**src/common/smpc_pkg.sv**
```systemverilog
package smpc_pkg;

	typedef enum logic [7:0] {
		MSHON   = 8'h00,
		SSHON   = 8'h02,
		SSHOFF  = 8'h03,
		SNDON   = 8'h06,
		SNDOFF  = 8'h07,
		CDON    = 8'h08,
		CDOFF   = 8'h09,
		SYSRES  = 8'h0D,
		INTBACK = 8'h10,
		SETSMEM = 8'h17,
		NMIREQ  = 8'h18,
		RESENAB = 8'h19,
		RESDISA = 8'h1A
	} cmd_code_t;

	// Byte addresses as {A, 1'b1}
	localparam logic [6:0] ADDR_IREG0      = 7'h01;
	localparam logic [6:0] ADDR_IREG1      = 7'h03;
	localparam logic [6:0] ADDR_IREG2      = 7'h05;
	localparam logic [6:0] ADDR_IREG3      = 7'h07;
	localparam logic [6:0] ADDR_IREG4      = 7'h09;
	localparam logic [6:0] ADDR_IREG5      = 7'h0B;
	localparam logic [6:0] ADDR_IREG6      = 7'h0D;
	localparam logic [6:0] ADDR_COMREG     = 7'h1F;
	localparam logic [6:0] ADDR_SR         = 7'h61;
	localparam logic [6:0] ADDR_SF         = 7'h63;
	localparam logic [6:0] ADDR_OREG_FIRST = 7'h21;
	localparam logic [6:0] ADDR_OREG_LAST  = 7'h5F;

	localparam int OREG_AW    = 5;
	localparam int OREG_DEPTH = 32;

	localparam logic [OREG_AW-1:0] OREG_CMD_IDX   = 5'd31; // Command echo slot
	localparam logic [5:0]         OREG_BASE_WORD = 6'h10; // OREG0 word address on A

	// Base waits in clocks
	localparam logic [15:0] WAIT_POWER   = 16'd120;
	localparam logic [15:0] WAIT_CD      = 16'd159;
	localparam logic [15:0] WAIT_SYSRES  = 16'd400;
	localparam logic [15:0] WAIT_INTBACK = 16'd500;
	localparam logic [15:0] WAIT_SMEM    = 16'd159;
	localparam logic [15:0] WAIT_NMI     = 16'd127;

	localparam logic [7:0] INTBACK_KEY    = 8'hF0;
	localparam logic [2:0] SR_STATUS_DONE = 3'b010;

endpackage
```
**src/hdl/smpc_top.sv**
```systemverilog
`timescale 1ns/1ns

module smpc_top #(
	parameter int WAIT_SCALE = 1
) (
	input  logic       CLK,
	input  logic       RST_N,
	input  logic [6:1] a,
	input  logic [7:0] di,
	output logic [7:0] dout,
	input  logic       cs_n,
	input  logic       rw_n,
	input  logic [3:0] ac,
	output logic       mshres_n,
	output logic       mshnmi_n,
	output logic       sshres_n,
	output logic       sshnmi_n,
	output logic       sysres_n,
	output logic       sndres_n,
	output logic       cdres_n,
	output logic       mirq_n
);
	import smpc_pkg::*;

	logic [7:0]         comreg;
	logic [7:0]         ireg0;
	logic [7:0]         ireg1;
	logic [7:0]         ireg2;
	logic [7:0]         ireg3;
	logic               cmd_start;
	logic [OREG_AW-1:0] oreg_raddr;
	logic [7:0]         oreg_q;
	logic [2:0]         sr_hi;
	logic               cmd_exec;
	logic               cmd_end;
	logic               oreg_we;
	logic [OREG_AW-1:0] oreg_idx;
	logic [7:0]         oreg_wdata;
	logic               resd;

	smpc_host_port host_i (
		.CLK        (CLK),
		.RST_N      (RST_N),
		.a          (a),
		.di         (di),
		.cs_n       (cs_n),
		.rw_n       (rw_n),
		.sf_clr     (cmd_end),
		.sr_hi      (sr_hi),
		.oreg_q     (oreg_q),
		.dout       (dout),
		.comreg     (comreg),
		.ireg0      (ireg0),
		.ireg1      (ireg1),
		.ireg2      (ireg2),
		.ireg3      (ireg3),
		.cmd_start  (cmd_start),
		.oreg_raddr (oreg_raddr)
	);

	smpc_cmd_ctrl #(
		.WAIT_SCALE (WAIT_SCALE)
	) ctrl_i (
		.CLK       (CLK),
		.RST_N     (RST_N),
		.cmd_start (cmd_start),
		.comreg    (comreg),
		.ireg0     (ireg0),
		.ireg2     (ireg2),
		.cmd_exec  (cmd_exec),
		.cmd_end   (cmd_end),
		.oreg_we   (oreg_we),
		.oreg_idx  (oreg_idx),
		.sr_hi     (sr_hi),
		.mirq_n    (mirq_n)
	);

	smpc_reset_ctl rst_i (
		.CLK      (CLK),
		.RST_N    (RST_N),
		.comreg   (comreg),
		.cmd_exec (cmd_exec),
		.cmd_end  (cmd_end),
		.mshres_n (mshres_n),
		.mshnmi_n (mshnmi_n),
		.sshres_n (sshres_n),
		.sshnmi_n (sshnmi_n),
		.sysres_n (sysres_n),
		.sndres_n (sndres_n),
		.cdres_n  (cdres_n),
		.resd     (resd)
	);

	smpc_oreg_source src_i (
		.CLK        (CLK),
		.RST_N      (RST_N),
		.comreg     (comreg),
		.cmd_exec   (cmd_exec),
		.ireg0      (ireg0),
		.ireg1      (ireg1),
		.ireg2      (ireg2),
		.ireg3      (ireg3),
		.oreg_idx   (oreg_idx),
		.ac         (ac),
		.resd       (resd),
		.mshnmi_n   (mshnmi_n),
		.sysres_n   (sysres_n),
		.sndres_n   (sndres_n),
		.cdres_n    (cdres_n),
		.oreg_wdata (oreg_wdata)
	);

	smpc_oreg_ram ram_i (
		.CLK   (CLK),
		.waddr (oreg_idx),
		.wdata (oreg_wdata),
		.we    (oreg_we),
		.raddr (oreg_raddr),
		.q     (oreg_q)
	);

endmodule

```
**src/oreg/smpc_oreg_source.sv**
```systemverilog
`timescale 1ns/1ns

module smpc_oreg_source (
	input  logic                         CLK,
	input  logic                         RST_N,
	input  logic [7:0]                   comreg,
	input  logic                         cmd_exec,
	input  logic [7:0]                   ireg0,
	input  logic [7:0]                   ireg1,
	input  logic [7:0]                   ireg2,
	input  logic [7:0]                   ireg3,
	input  logic [smpc_pkg::OREG_AW-1:0] oreg_idx,
	input  logic [3:0]                   ac,
	input  logic                         resd,
	input  logic                         mshnmi_n,
	input  logic                         sysres_n,
	input  logic                         sndres_n,
	input  logic                         cdres_n,
	output logic [7:0]                   oreg_wdata
);
	import smpc_pkg::*;

	logic [7:0] smem [4];

	always_ff @(posedge CLK or negedge RST_N) begin
		if (!RST_N) begin
			smem <= '{default: 8'h00};
		end else if (cmd_exec && comreg == SETSMEM) begin
			smem[0] <= ireg0;
			smem[1] <= ireg1;
			smem[2] <= ireg2;
			smem[3] <= ireg3;
		end
	end

	always_comb begin
		case (oreg_idx)
			5'd0:  oreg_wdata = {1'b0, resd, 6'd0}; // STE and clock fields stay 0
			5'd1:  oreg_wdata = 8'h20;
			5'd2:  oreg_wdata = 8'h22;
			5'd3:  oreg_wdata = 8'h01;
			5'd9:  oreg_wdata = {4'd0, ac}; // Area code
			5'd10: oreg_wdata = {4'h3, ~mshnmi_n, 1'b1, ~sysres_n, ~sndres_n};
			5'd11: oreg_wdata = {1'b0, ~cdres_n, 6'd0};
			5'd12, 5'd13, 5'd14, 5'd15: oreg_wdata = smem[oreg_idx[1:0]];
			OREG_CMD_IDX: oreg_wdata = comreg;
			default: oreg_wdata = 8'h00;
		endcase
	end

endmodule

```
**src/oreg/smpc_oreg_ram.sv**
```systemverilog
`timescale 1ns/1ns

module smpc_oreg_ram (
	input  logic                         CLK,
	input  logic [smpc_pkg::OREG_AW-1:0] waddr,
	input  logic [7:0]                   wdata,
	input  logic                         we,
	input  logic [smpc_pkg::OREG_AW-1:0] raddr,
	output logic [7:0]                   q
);
	import smpc_pkg::*;

	logic [7:0] mem [OREG_DEPTH];

	always_ff @(posedge CLK) begin
		if (we)
			mem[waddr] <= wdata;
	end

	assign q = mem[raddr]; // Host read path, no output register

endmodule

```
**src/command/smpc_reset_ctl.sv**
```systemverilog
`timescale 1ns/1ns

module smpc_reset_ctl (
	input  logic       CLK,
	input  logic       RST_N,
	input  logic [7:0] comreg,
	input  logic       cmd_exec,
	input  logic       cmd_end,
	output logic       mshres_n,
	output logic       mshnmi_n,
	output logic       sshres_n,
	output logic       sshnmi_n,
	output logic       sysres_n,
	output logic       sndres_n,
	output logic       cdres_n,
	output logic       resd
);
	import smpc_pkg::*;

	always_ff @(posedge CLK or negedge RST_N) begin
		if (!RST_N) begin
			mshres_n <= 1'b0;
			mshnmi_n <= 1'b0;
			sshres_n <= 1'b0;
			sshnmi_n <= 1'b0;
			sysres_n <= 1'b0;
			sndres_n <= 1'b0;
			cdres_n  <= 1'b0;
			resd     <= 1'b1;
		end else if (cmd_exec) begin
			case (comreg)
				MSHON: begin
					mshres_n <= 1'b1;
					mshnmi_n <= 1'b1;
				end
				SSHON: begin
					sshres_n <= 1'b1;
					sshnmi_n <= 1'b1;
				end
				SSHOFF: begin
					sshres_n <= 1'b0;
					sshnmi_n <= 1'b1;
				end
				SNDON:  sndres_n <= 1'b1;
				SNDOFF: sndres_n <= 1'b0;
				CDON:   cdres_n  <= 1'b1;
				CDOFF:  cdres_n  <= 1'b0;
				SYSRES: begin
					mshres_n <= 1'b0;
					mshnmi_n <= 1'b0;
					sshres_n <= 1'b0;
					sshnmi_n <= 1'b0;
					sysres_n <= 1'b0;
					sndres_n <= 1'b0;
					cdres_n  <= 1'b0;
				end
				NMIREQ:  mshnmi_n <= 1'b0;
				RESENAB: resd     <= 1'b0;
				RESDISA: resd     <= 1'b1;
				default: ;
			endcase
		end else if (cmd_end) begin
			case (comreg)
				SYSRES: begin // Release after the reset pulse
					mshres_n <= 1'b1;
					mshnmi_n <= 1'b1;
					sshres_n <= 1'b1;
					sshnmi_n <= 1'b1;
					sysres_n <= 1'b1;
					sndres_n <= 1'b1;
					cdres_n  <= 1'b1;
				end
				NMIREQ:  mshnmi_n <= 1'b1;
				default: ;
			endcase
		end
	end

	a_sysres_pulse: assert property (@(posedge CLK) disable iff (!RST_N)
		cmd_end && comreg == SYSRES |-> !sysres_n);

endmodule

```
**src/command/smpc_cmd_ctrl.sv**
```systemverilog
`timescale 1ns/1ns

module smpc_cmd_ctrl #(
	parameter int WAIT_SCALE = 1
) (
	input  logic                         CLK,
	input  logic                         RST_N,
	input  logic                         cmd_start,
	input  logic [7:0]                   comreg,
	input  logic [7:0]                   ireg0,
	input  logic [7:0]                   ireg2,
	output logic                         cmd_exec,
	output logic                         cmd_end,
	output logic                         oreg_we,
	output logic [smpc_pkg::OREG_AW-1:0] oreg_idx,
	output logic [2:0]                   sr_hi,
	output logic                         mirq_n
);
	import smpc_pkg::*;

	localparam logic [2:0] ST_IDLE  = 3'd0;
	localparam logic [2:0] ST_START = 3'd1;
	localparam logic [2:0] ST_WAIT  = 3'd2;
	localparam logic [2:0] ST_EXEC  = 3'd3;
	localparam logic [2:0] ST_END   = 3'd4;

	logic [2:0]  state;
	logic [15:0] wait_cnt;
	logic [15:0] base_wait;
	logic [15:0] wait_len;
	logic        wait_hit;
	logic        intback_ok;
	logic        sweep;
	logic        pend;
	logic        irq_hold;

	assign intback_ok = (ireg2 == INTBACK_KEY) && ireg0[0];
	assign wait_len   = 16'(base_wait * WAIT_SCALE);
	assign oreg_we    = (state == ST_EXEC);

	always_comb begin
		base_wait = 16'd0;
		wait_hit  = 1'b1;
		case (comreg)
			MSHON, SSHON, SSHOFF, SNDON, SNDOFF: base_wait = WAIT_POWER;
			CDON, CDOFF:                         base_wait = WAIT_CD;
			SYSRES:                              base_wait = WAIT_SYSRES;
			SETSMEM:                             base_wait = WAIT_SMEM;
			NMIREQ, RESENAB, RESDISA:            base_wait = WAIT_NMI;
			INTBACK: begin
				base_wait = WAIT_INTBACK;
				wait_hit  = intback_ok; // Rejected INTBACK only echoes
			end
			default: wait_hit = 1'b0;
		endcase
	end

	always_ff @(posedge CLK or negedge RST_N) begin
		if (!RST_N) begin
			state    <= ST_IDLE;
			wait_cnt <= 16'd0;
			oreg_idx <= '0;
			sweep    <= 1'b0;
			pend     <= 1'b0;
			cmd_exec <= 1'b0;
			cmd_end  <= 1'b0;
			sr_hi    <= 3'b000;
			mirq_n   <= 1'b1;
			irq_hold <= 1'b0;
		end else begin
			cmd_exec <= 1'b0;
			cmd_end  <= 1'b0;

			if (irq_hold)
				irq_hold <= 1'b0;
			else if (!mirq_n)
				mirq_n <= 1'b1;

			if (cmd_start && state != ST_IDLE)
				pend <= 1'b1;

			case (state)
				ST_IDLE: begin
					if (cmd_start || pend) begin
						pend  <= 1'b0;
						state <= ST_START;
					end
				end
				ST_START: begin
					sweep <= (comreg == INTBACK) && intback_ok;
					if (wait_hit) begin
						wait_cnt <= wait_len - 16'd1;
						state    <= ST_WAIT;
					end else begin
						oreg_idx <= OREG_CMD_IDX;
						cmd_exec <= 1'b1;
						state    <= ST_EXEC;
					end
				end
				ST_WAIT: begin
					if (wait_cnt == 16'd0) begin
						oreg_idx <= sweep ? '0 : OREG_CMD_IDX; // Status block starts at OREG0
						cmd_exec <= 1'b1;
						state    <= ST_EXEC;
					end else begin
						wait_cnt <= wait_cnt - 16'd1;
					end
				end
				ST_EXEC: begin
					if (oreg_idx == OREG_CMD_IDX) begin
						cmd_end <= 1'b1;
						state   <= ST_END;
						if (sweep) begin
							sr_hi    <= SR_STATUS_DONE;
							mirq_n   <= 1'b0;
							irq_hold <= 1'b1;
						end
					end else begin
						oreg_idx <= oreg_idx + 5'd1;
					end
				end
				ST_END: state <= ST_IDLE;
				default: state <= ST_IDLE;
			endcase
		end
	end

	a_we_cmd_slot: assert property (@(posedge CLK) disable iff (!RST_N)
		oreg_we && !sweep |-> oreg_idx == OREG_CMD_IDX);

	a_exec_end_excl: assert property (@(posedge CLK) disable iff (!RST_N)
		!(cmd_exec && cmd_end));

endmodule

```
**src/host/smpc_host_port.sv**
```systemverilog
`timescale 1ns/1ns

module smpc_host_port (
	input  logic                         CLK,
	input  logic                         RST_N,
	input  logic [6:1]                   a,
	input  logic [7:0]                   di,
	input  logic                         cs_n,
	input  logic                         rw_n,
	input  logic                         sf_clr,
	input  logic [2:0]                   sr_hi,
	input  logic [7:0]                   oreg_q,
	output logic [7:0]                   dout,
	output logic [7:0]                   comreg,
	output logic [7:0]                   ireg0,
	output logic [7:0]                   ireg1,
	output logic [7:0]                   ireg2,
	output logic [7:0]                   ireg3,
	output logic                         cmd_start,
	output logic [smpc_pkg::OREG_AW-1:0] oreg_raddr
);
	import smpc_pkg::*;

	logic       rw_n_old;
	logic       cs_n_old;
	logic       wr_hit;
	logic       rd_hit;
	logic [6:0] addr;
	logic [5:0] word_ofs;
	logic [7:0] ireg [7];
	logic       sf;
	logic [7:0] rd_data;

	assign addr   = {a, 1'b1};
	assign wr_hit = !rw_n && rw_n_old && !cs_n; // RW_N fall inside a select
	assign rd_hit = !cs_n && cs_n_old && rw_n;  // CS_N fall with read

	assign word_ofs   = a - OREG_BASE_WORD;
	assign oreg_raddr = word_ofs[OREG_AW-1:0];

	assign ireg0 = ireg[0];
	assign ireg1 = ireg[1];
	assign ireg2 = ireg[2];
	assign ireg3 = ireg[3];

	always_comb begin
		if (addr >= ADDR_OREG_FIRST && addr <= ADDR_OREG_LAST)
			rd_data = oreg_q;
		else if (addr == ADDR_SR)
			rd_data = {sr_hi, 1'b0, ireg[1][7:4]};
		else if (addr == ADDR_SF)
			rd_data = {7'd0, sf};
		else
			rd_data = 8'h00;
	end

	always_ff @(posedge CLK or negedge RST_N) begin
		if (!RST_N) begin
			rw_n_old  <= 1'b1;
			cs_n_old  <= 1'b1;
			ireg      <= '{default: 8'h00};
			comreg    <= 8'h00;
			cmd_start <= 1'b0;
			sf        <= 1'b0;
			dout      <= 8'h00;
		end else begin
			rw_n_old  <= rw_n;
			cs_n_old  <= cs_n;
			cmd_start <= 1'b0;

			if (sf_clr)
				sf <= 1'b0;

			if (wr_hit) begin
				case (addr)
					ADDR_IREG0: ireg[0] <= di;
					ADDR_IREG1: ireg[1] <= di;
					ADDR_IREG2: ireg[2] <= di;
					ADDR_IREG3: ireg[3] <= di;
					ADDR_IREG4: ireg[4] <= di;
					ADDR_IREG5: ireg[5] <= di;
					ADDR_IREG6: ireg[6] <= di;
					ADDR_COMREG: begin
						comreg    <= di;
						cmd_start <= 1'b1;
					end
					ADDR_SF: begin
						if (di[0])
							sf <= 1'b1;
					end
					default: ;
				endcase
			end

			if (rd_hit)
				dout <= rd_data;
		end
	end

	a_start_single: assert property (@(posedge CLK) disable iff (!RST_N)
		cmd_start |=> !cmd_start);

endmodule

```
**config.mk**
```make
export PLATFORM = sky130hd
export DESIGN_NAME = smpc_top
export DESIGN_NICKNAME = d
export VERILOG_FILES = /design/src/common/smpc_pkg.sv /design/src/hdl/smpc_top.sv /design/src/oreg/smpc_oreg_source.sv /design/src/oreg/smpc_oreg_ram.sv /design/src/command/smpc_reset_ctl.sv /design/src/command/smpc_cmd_ctrl.sv /design/src/host/smpc_host_port.sv
export SDC_FILE = /design/constraint.sdc
export NUM_CORES = 1
export LEC_CHECK = 0
export BUFFER_PORTS_ARGS = -buffer_cell sky130_fd_sc_hd__buf_2
export CAP_MARGIN = 15
export CORE_UTILIZATION = 62
export DETAILED_ROUTE_END_ITERATION = 10
export GPL_TIMING_DRIVEN = 1
export PLACE_DENSITY = 0.79
export SLEW_MARGIN = 20
export SYNTH_ARGS = -nofsm -noshare
export SYNTH_HDL_FRONTEND = slang
export SYNTH_SLANG_ARGS = --single-unit
```
**constraint.sdc**
```tcl
create_clock -name CLK -period 3.85 [get_ports CLK]
set_input_delay 0.77 -clock CLK [delete_from_list [all_inputs] [get_ports CLK]]
set_output_delay 0.77 -clock CLK [all_outputs]
set_load 0.05 [all_outputs]
```
==> run metrics, run 1 <==
status finished, final reports clean; Clock Latency Late Sink ~0.53 ns; met3 usage 5.40%; Crit. End Element flip-flop; worst-path cell chain ha_1, and3_1, ha_1, a221o_1; Post-route DRC 0; Final Setup Violations 0; CTS H-tree depth 2; initial DRC count between 900 and 1000; R2R Setup Slk roughly 0.84 ns; cell repeated most along the worst path ha_1; CP delay by family, top compound AO/OA/AOI/OAI gates; Port Buffer Count 37; Final Non-Filler Cells ~1400; RSZ-0062 raised after global routing no; Die X-Extent 162 um; routability cong. 0.855; largest net degree at the start of global routing 80; largest cells by area after synthesis edfxtp_1 (48%), dfrtp_1 (19%), mux4_2 (10%); starting density of the core 63.2%; Syn Nets around 1000; share of layout cells above drive strength 1 26.4%; period utilization 78.2%; share of the synthesized area in the top cell type around half; number of synthesized flops with an enable pin 256; CTS Root Buffer Type clkbuf_16; reg-to-reg critical path startpoint ctrl_i.oreg_idx[1]; asr flop ratio synth 32.5%; main flop type after synthesis edfxtp_1; core area 25300 um2; Post-Synthesis Cells 985; GRT met1 Usage 38.2%; relative slew slack between 20% and 30%; Post-CTS Resized 0; #FFs+latches synth 379; Worst Hold Class input port to asynchronous set/reset pin; most frequent cell after synthesis edfxtp_1; setup TNS 0 ns; routed vias approximately 9200; GR Layer Usage met2 46.2%; cell count of the worst reg-to-reg path 4; Clk pin slew, worst setup/hold paths ~0.060 ns; worst setup margin approximately 0.84 ns; final net count around 1100; Synth cell types 75; Area Overhead vs Synth 10.7%; fillers 1628; vias per cell 6.59; post-placement cell count roughly 1300; Initial DRT Pass Iterations 6; Mapped Area about 16000 um2; Critical Path Source Type flip-flop; Period minus WS final 3.01 ns; Critical Path Max Stage Delay between 0.9 and 1 ns; Num CTS Buffers 38; average wire per standard cell 25.5 um; first-pass GRT wire length 54600 um; pwr dens 582 nW/um2; GRT Max-Usage Layer met2; Vert. Die Dim 162 um; CP max FO 32; data required time of the worst path ~4 ns; CP arrival roughly 3.2 ns; die area 26400 um2; routed wire length 35600 um; pre-CTS setup slack ~0.76 ns; WP buf/inv 0; commonest cells in the netlist edfxtp_1 (256), dfrtp_1 (119), nor2_1 (72); vias in the first global route 9155; Routed Antenna Nets 0; post-synth top area cell edfxtp_1; Final Power between 10 and 15 mW; Slew Limit Fails 0; total leakage power 6.39 nW; Worst path depth 4; GRT overflow 0; CTS tree done; reg2reg end ram_i.mem[9][0]; sequential fraction of the synthesis area between 60% and 70%; Max-Cap Viols 0; CTS Hold Bufs 0; Clock Tree Buf Depth 3; final hold violations 0; syn avg cell area 16.2 um2; postcts setup bufs 0; Slowest-stage cell, CP a221o_1; initial antenna violation count 2; gr usage total ~28%; CTS sink count between 300 and 400; Setup CP Type flip-flop to flip-flop; row cnt 58; clk_skew 0.0201 ns; Highest Clock Rate roughly 330 MHz; YS warnings 0; Max VDD drop 0.435 mV; Slew @ Worst Pin 1.05 ns; dpl hpwl about 22000 um; Ports 38
placed cells by master, fill, tap and decap left out, types with 4 or more instances in the layout:
cell,n
or3_1,6
a221o_1,5
ha_1,10
buf_4,26
clkbuf_1,13
buf_2,35
nor2b_1,7
o21ai_0,28
nand2_1,40
a211o_1,4
nor4_1,7
inv_1,19
a22o_1,12
nor3_1,13
a22oi_1,14
a21oi_1,45
and2_1,6
nand3b_1,5
a221oi_2,5
edfxtp_1,256
mux2_2,63
clkinvlp_4,4
o21ai_2,4
nor2_1,72
nand3_1,19
o22ai_1,8
dfrtp_1,119
mux2_1,7
mux4_2,71
clkbuf_16,39
a221oi_1,5
a31oi_1,6
dfstp_2,4
nand2b_1,12
clkinv_2,7
worst max path at each step:
stage / startpoint / to / slack [ns]
4_1_cts: ctrl_i.oreg_idx[1] / ram_i.mem[9][0] / 0.82
5_1_grt: ctrl_i.oreg_idx[1] / ram_i.mem[20][0] / 0.62
3_5_place_dp: a[2] / host_i.dout[3] / 0.76
3_3_place_gp: a[2] / host_i.dout[0] / 0.81
2_1_floorplan: ctrl_i.oreg_idx[0] / ram_i.mem[0][1] / 0.68
6_report: ctrl_i.oreg_idx[1] / ram_i.mem[9][0] / 0.84
sequential cells by signal, indices dropped and copies added, names as in the netlist, 3 cells and up:
register,cells
ram_i.mem,256
src_i.smem,32
ctrl_i.wait_cnt,16
host_i.ireg0,8
host_i.dout,8
ctrl_i.state,3
host_i.ireg2,8
ctrl_i.oreg_idx,5
host_i.comreg,8
host_i.ireg1,8
host_i.ireg3,8
stage by stage:
stage | utilization (%) | area, um2 | hold slack (ns)
floorplan | - | 16000 | 0.359
global placement | 65.5 | 16600 | 0.369
detailed placement | 65.5 | 16600 | 0.385
CTS | 70.0 | 17700 | 0.287
global route | 70.0 | 17700 | 0.302
finish | 70.0 | 17700 | 0.264
per-layer routing:
metal	routed length (um)	share of wire (%)
met1	14100	40
met2	17700	50
met3	2680	7.5
met4	1190	3.3
met5	0	0
power breakdown:
part / switching (mW) / leakage (nW) / total [mW] / internal, mW
registers: 0.285 / 3.86 / 5.14 / 4.86
clock network: 1.50 / 0.540 / 3.39 / 1.89
logic: 1.17 / 1.99 / 1.75 / 0.580
worst register-to-register path, cell delays in order (launching register included):
cell     delay (ns)
dfrtp_1        0.73
ha_1           0.35
and3_1         0.20
ha_1           0.44
a221o_1        0.94
logic make-up after synthesis:
| logic type | count (synthesis) | synth area share [%] |
|---|---|---|
| xor+xnor | 2 | 0.110 |
| simple gates | 214 | 6.83 |
| fa+ha+maj | 10 | 0.784 |
| flops | 379 | 67.5 |
| mux | 143 | 15.2 |
| buf+inv | 71 | 2.25 |
| compound gates | 166 | 7.38 |
final cells by class:
type / count / area [um2] / area share (%)
Clock buffer: 53 / 1040 / 5.87
Antenna cell: 2 / 5.00 / 0.0283
Timing Repair Buffer: 64 / 430 / 2.43
Tap cell: 330 / 413 / 2.34
Inverter: 20 / 75.1 / 0.425
Sequential cell: 379 / 10800 / 60.9
Multi-Input combinational cell: 535 / 4860 / 27.5
Clock inverter: 15 / 85.1 / 0.481
(Power assumes the default switching activity.)
==> run 2: changes to the inputs <==
Clock period 3.85 ns to 3 ns, I/O delays scaled along.
==> run 2 against run 1 <==
Net effect:
- combinational power rose by 37%
- critical path type unchanged
- first-iteration DRC count grew 10%
- worst setup slack got worse by 0.37 ns
- sequential share of layout area is 1.7 points lower
- largest power group unchanged
- clock skew decreased by 0.0025 ns
- largest cell class unchanged
- utilization increased by 2.0 points
==> run metrics, run 2 (synthesis results as in run 1) <==
status finished, final reports clean; Clk pin slew, worst setup/hold paths 0.06 ns (about the same); cell count of the worst reg-to-reg path 9 (+5); commonest non-fill, non-tap cells in the layout edfxtp_1 (256), dfrtp_1 (119), nor2_1 (72); CTS tree done; Final Power 13.8 mW (+34%); routed wire length 36900 um (+3.5%); row cnt 58 (unchanged); max FFs per register 256 (unchanged); Area Overhead vs Synth 14.0%; final hold violations 0 (unchanged); Final Setup Violations 0 (unchanged); average wire per standard cell 25.7 um (+0.71%); pwr dens 759 nW/um2 (+31%); pre-CTS setup slack 0.151 ns (-0.612 ns); CP max FO 32 (unchanged); first element of the critical path ctrl_i.oreg_idx[0]; Slew Limit Fails 0 (unchanged); first-pass GRT wire length 56100 um (+2.8%); RSZ-0062 raised after global routing no; Port Buffer Count 37 (unchanged); initial DRC count 1036 (+10%); relative slew slack 22.7% (-6.9 points); ANT cells 0 (-2); Ports 38 (unchanged); Worst Hold Class input port to flip-flop; CP arrival 2.76 ns (-0.42 ns); CTS Hold Bufs 1 (+1); fin util 72.1% (+2.0 points); post-placement cell count 1370 (+3.2%); Vert. Die Dim 162 um (unchanged); routability cong. 0.892 (+4.3%); total leakage power 6.71 nW (+5.0%); postcts setup bufs 0 (unchanged); Crit. End Element flip-flop; worst setup margin 0.469 ns (-0.369 ns); most common cell after layout, fill and taps aside edfxtp_1; CTS sink count 379 (unchanged); final net count 1113 (+4.0%); clk_skew 0.0177 ns (-0.00245 ns); Critical Path Source Type flip-flop; Num CTS Buffers 38 (unchanged); CTS Root Buffer Type clkbuf_16; CP Capture Point ram_i.mem[11][0]; initial antenna violation count 0 (-2); data required time of the worst path 3.23 ns (-0.79 ns); Largest regs ram_i.mem: 256 flops, src_i.smem: 32 flops, ctrl_i.wait_cnt: 16 flops; Post-route DRC 0 (unchanged); share of layout cells above drive strength 1 29.5% (+3.2 points); Max-Cap Viols 0 (unchanged); Die X-Extent 162 um (unchanged); gr usage total 29.1% (+0.82 points); Slowest-stage cell, CP dfrtp_1; wire length on met2 18600 um (+5.2%); Routed Antenna Nets 0 (unchanged); Highest Clock Rate 395 MHz (+19%); routed vias 9429 (+2.3%); dpl hpwl 23500 um (+4.5%); R2R Setup Slk 0.47 ns (-0.37 ns); vias per cell 6.56 (-0.48%); Period minus WS final 2.53 ns (-0.481 ns); CTS H-tree depth 2 (unchanged); starting density of the core 63.2% (unchanged); Clock Tree Buf Depth 3 (unchanged); worst-path cell chain inv_1, ha_1, nor3_1, nor2_1, nor2_1, buf_4, nor2b_1, a221o_1, buf_4; core area 25300 um2 (unchanged); Setup CP Type flip-flop to flip-flop; GRT overflow 0 (unchanged); metal3 WL 2860 um (+6.8%); Final Non-Filler Cells 1437 (+2.8%); period utilization 84.4% (+6.1 points); die area 26400 um2 (unchanged); top sig layer met4; Critical Path Max Stage Delay 0.49 ns (-0.44 ns); reg-to-reg critical path startpoint ctrl_i.oreg_idx[0]; Initial DRT Pass Iterations 5 (-1); Reg with most FFs ram_i.mem; largest net degree at the start of global routing 52 (-35%); Metal-1 WL 14000 um (-0.50%); Post-CTS Resized 0 (unchanged); vias in the first global route 9701 (+6.0%); Slew @ Worst Pin 1.16 ns (+0.102 ns); Clock Latency Late Sink 0.53 ns (about the same); Max VDD drop 0.576 mV (+32%); reg2reg end ram_i.mem[11][0]
==> run 2: cell count changes in the layout (fill, tap and decap cells not counted), sizes merged <==
| cell | previous run | this run |
|---|---|---|
| dlygate4sd3 | 0 | 1 |
| inv | 21 | 22 |
| clkinvlp | 4 | 2 |
| buf | 64 | 106 |
| bufinv | 0 | 6 |
| diode | 2 | 0 |
| clkbuf | 53 | 46 |
==> run 2: stage by stage <==
stage                     hold slack (ns)  setup TNS, ns  instance area [um2]
after global placement              0.365              0                16900
after global routing                0.190              0                18200
after CTS                           0.188              0                18200
after floorplan                     0.304         -10.65                16000
after detailed placement            0.373              0                16900
final                               0.200              0                18200
==> run 2: power breakdown <==
| part | leakage [nW] | internal [mW] | switching (mW) |
|---|---|---|---|
| combinational | 2.23 | 0.823 | 1.58 |
| sequential | 3.86 | 6.22 | 0.319 |
| clock | 0.625 | 2.95 | 1.93 |
==> run 2: worst min path at each step <==
| stage | start | end | slack (ns) | cells after the start |
|---|---|---|---|---|
| 2_1_floorplan | RST_N | ctrl_i.cmd_end | 0.30 | 0 |
| 3_3_place_gp | ctrl_i.irq_hold | ctrl_i.mirq_n | 0.36 | 1 |
| 3_5_place_dp | ctrl_i.irq_hold | ctrl_i.mirq_n | 0.37 | 1 |
| 4_1_cts | cs_n | host_i.cs_n_old | 0.19 | 1 |
| 5_1_grt | cs_n | host_i.cs_n_old | 0.19 | 1 |
| 6_report | cs_n | host_i.cs_n_old | 0.20 | 1 |
==> run 2: per-layer routing <==
layer  global-route usage [%]  up-vias
li1                         -     4076
met1                     37.9     4776
met2                     49.0      472
met3                     4.99      105
met4                     11.6        0
met5                        0        -
==> run 2: layout make-up <==
cell class	instances	area [um2]
Fill cell	1532	7060
Clock buffer	46	1020
Tap cell	330	413
Sequential cell	379	10800
Inverter	20	75.1
Clock inverter	20	265
Timing Repair Buffer	107	781
Multi-Input combinational cell	535	4870
==> run 2: critical path: cells and delay by family, from the launching register on <==
kind | cells | cell delay, ns
AO/OA/AOI/OAI | 1 | 0.26
adder cells (fa/ha/maj) | 1 | 0.31
buffers and inverters | 3 | 0.55
flip-flops | 1 | 0.49
AND/OR/NAND/NOR | 4 | 0.60
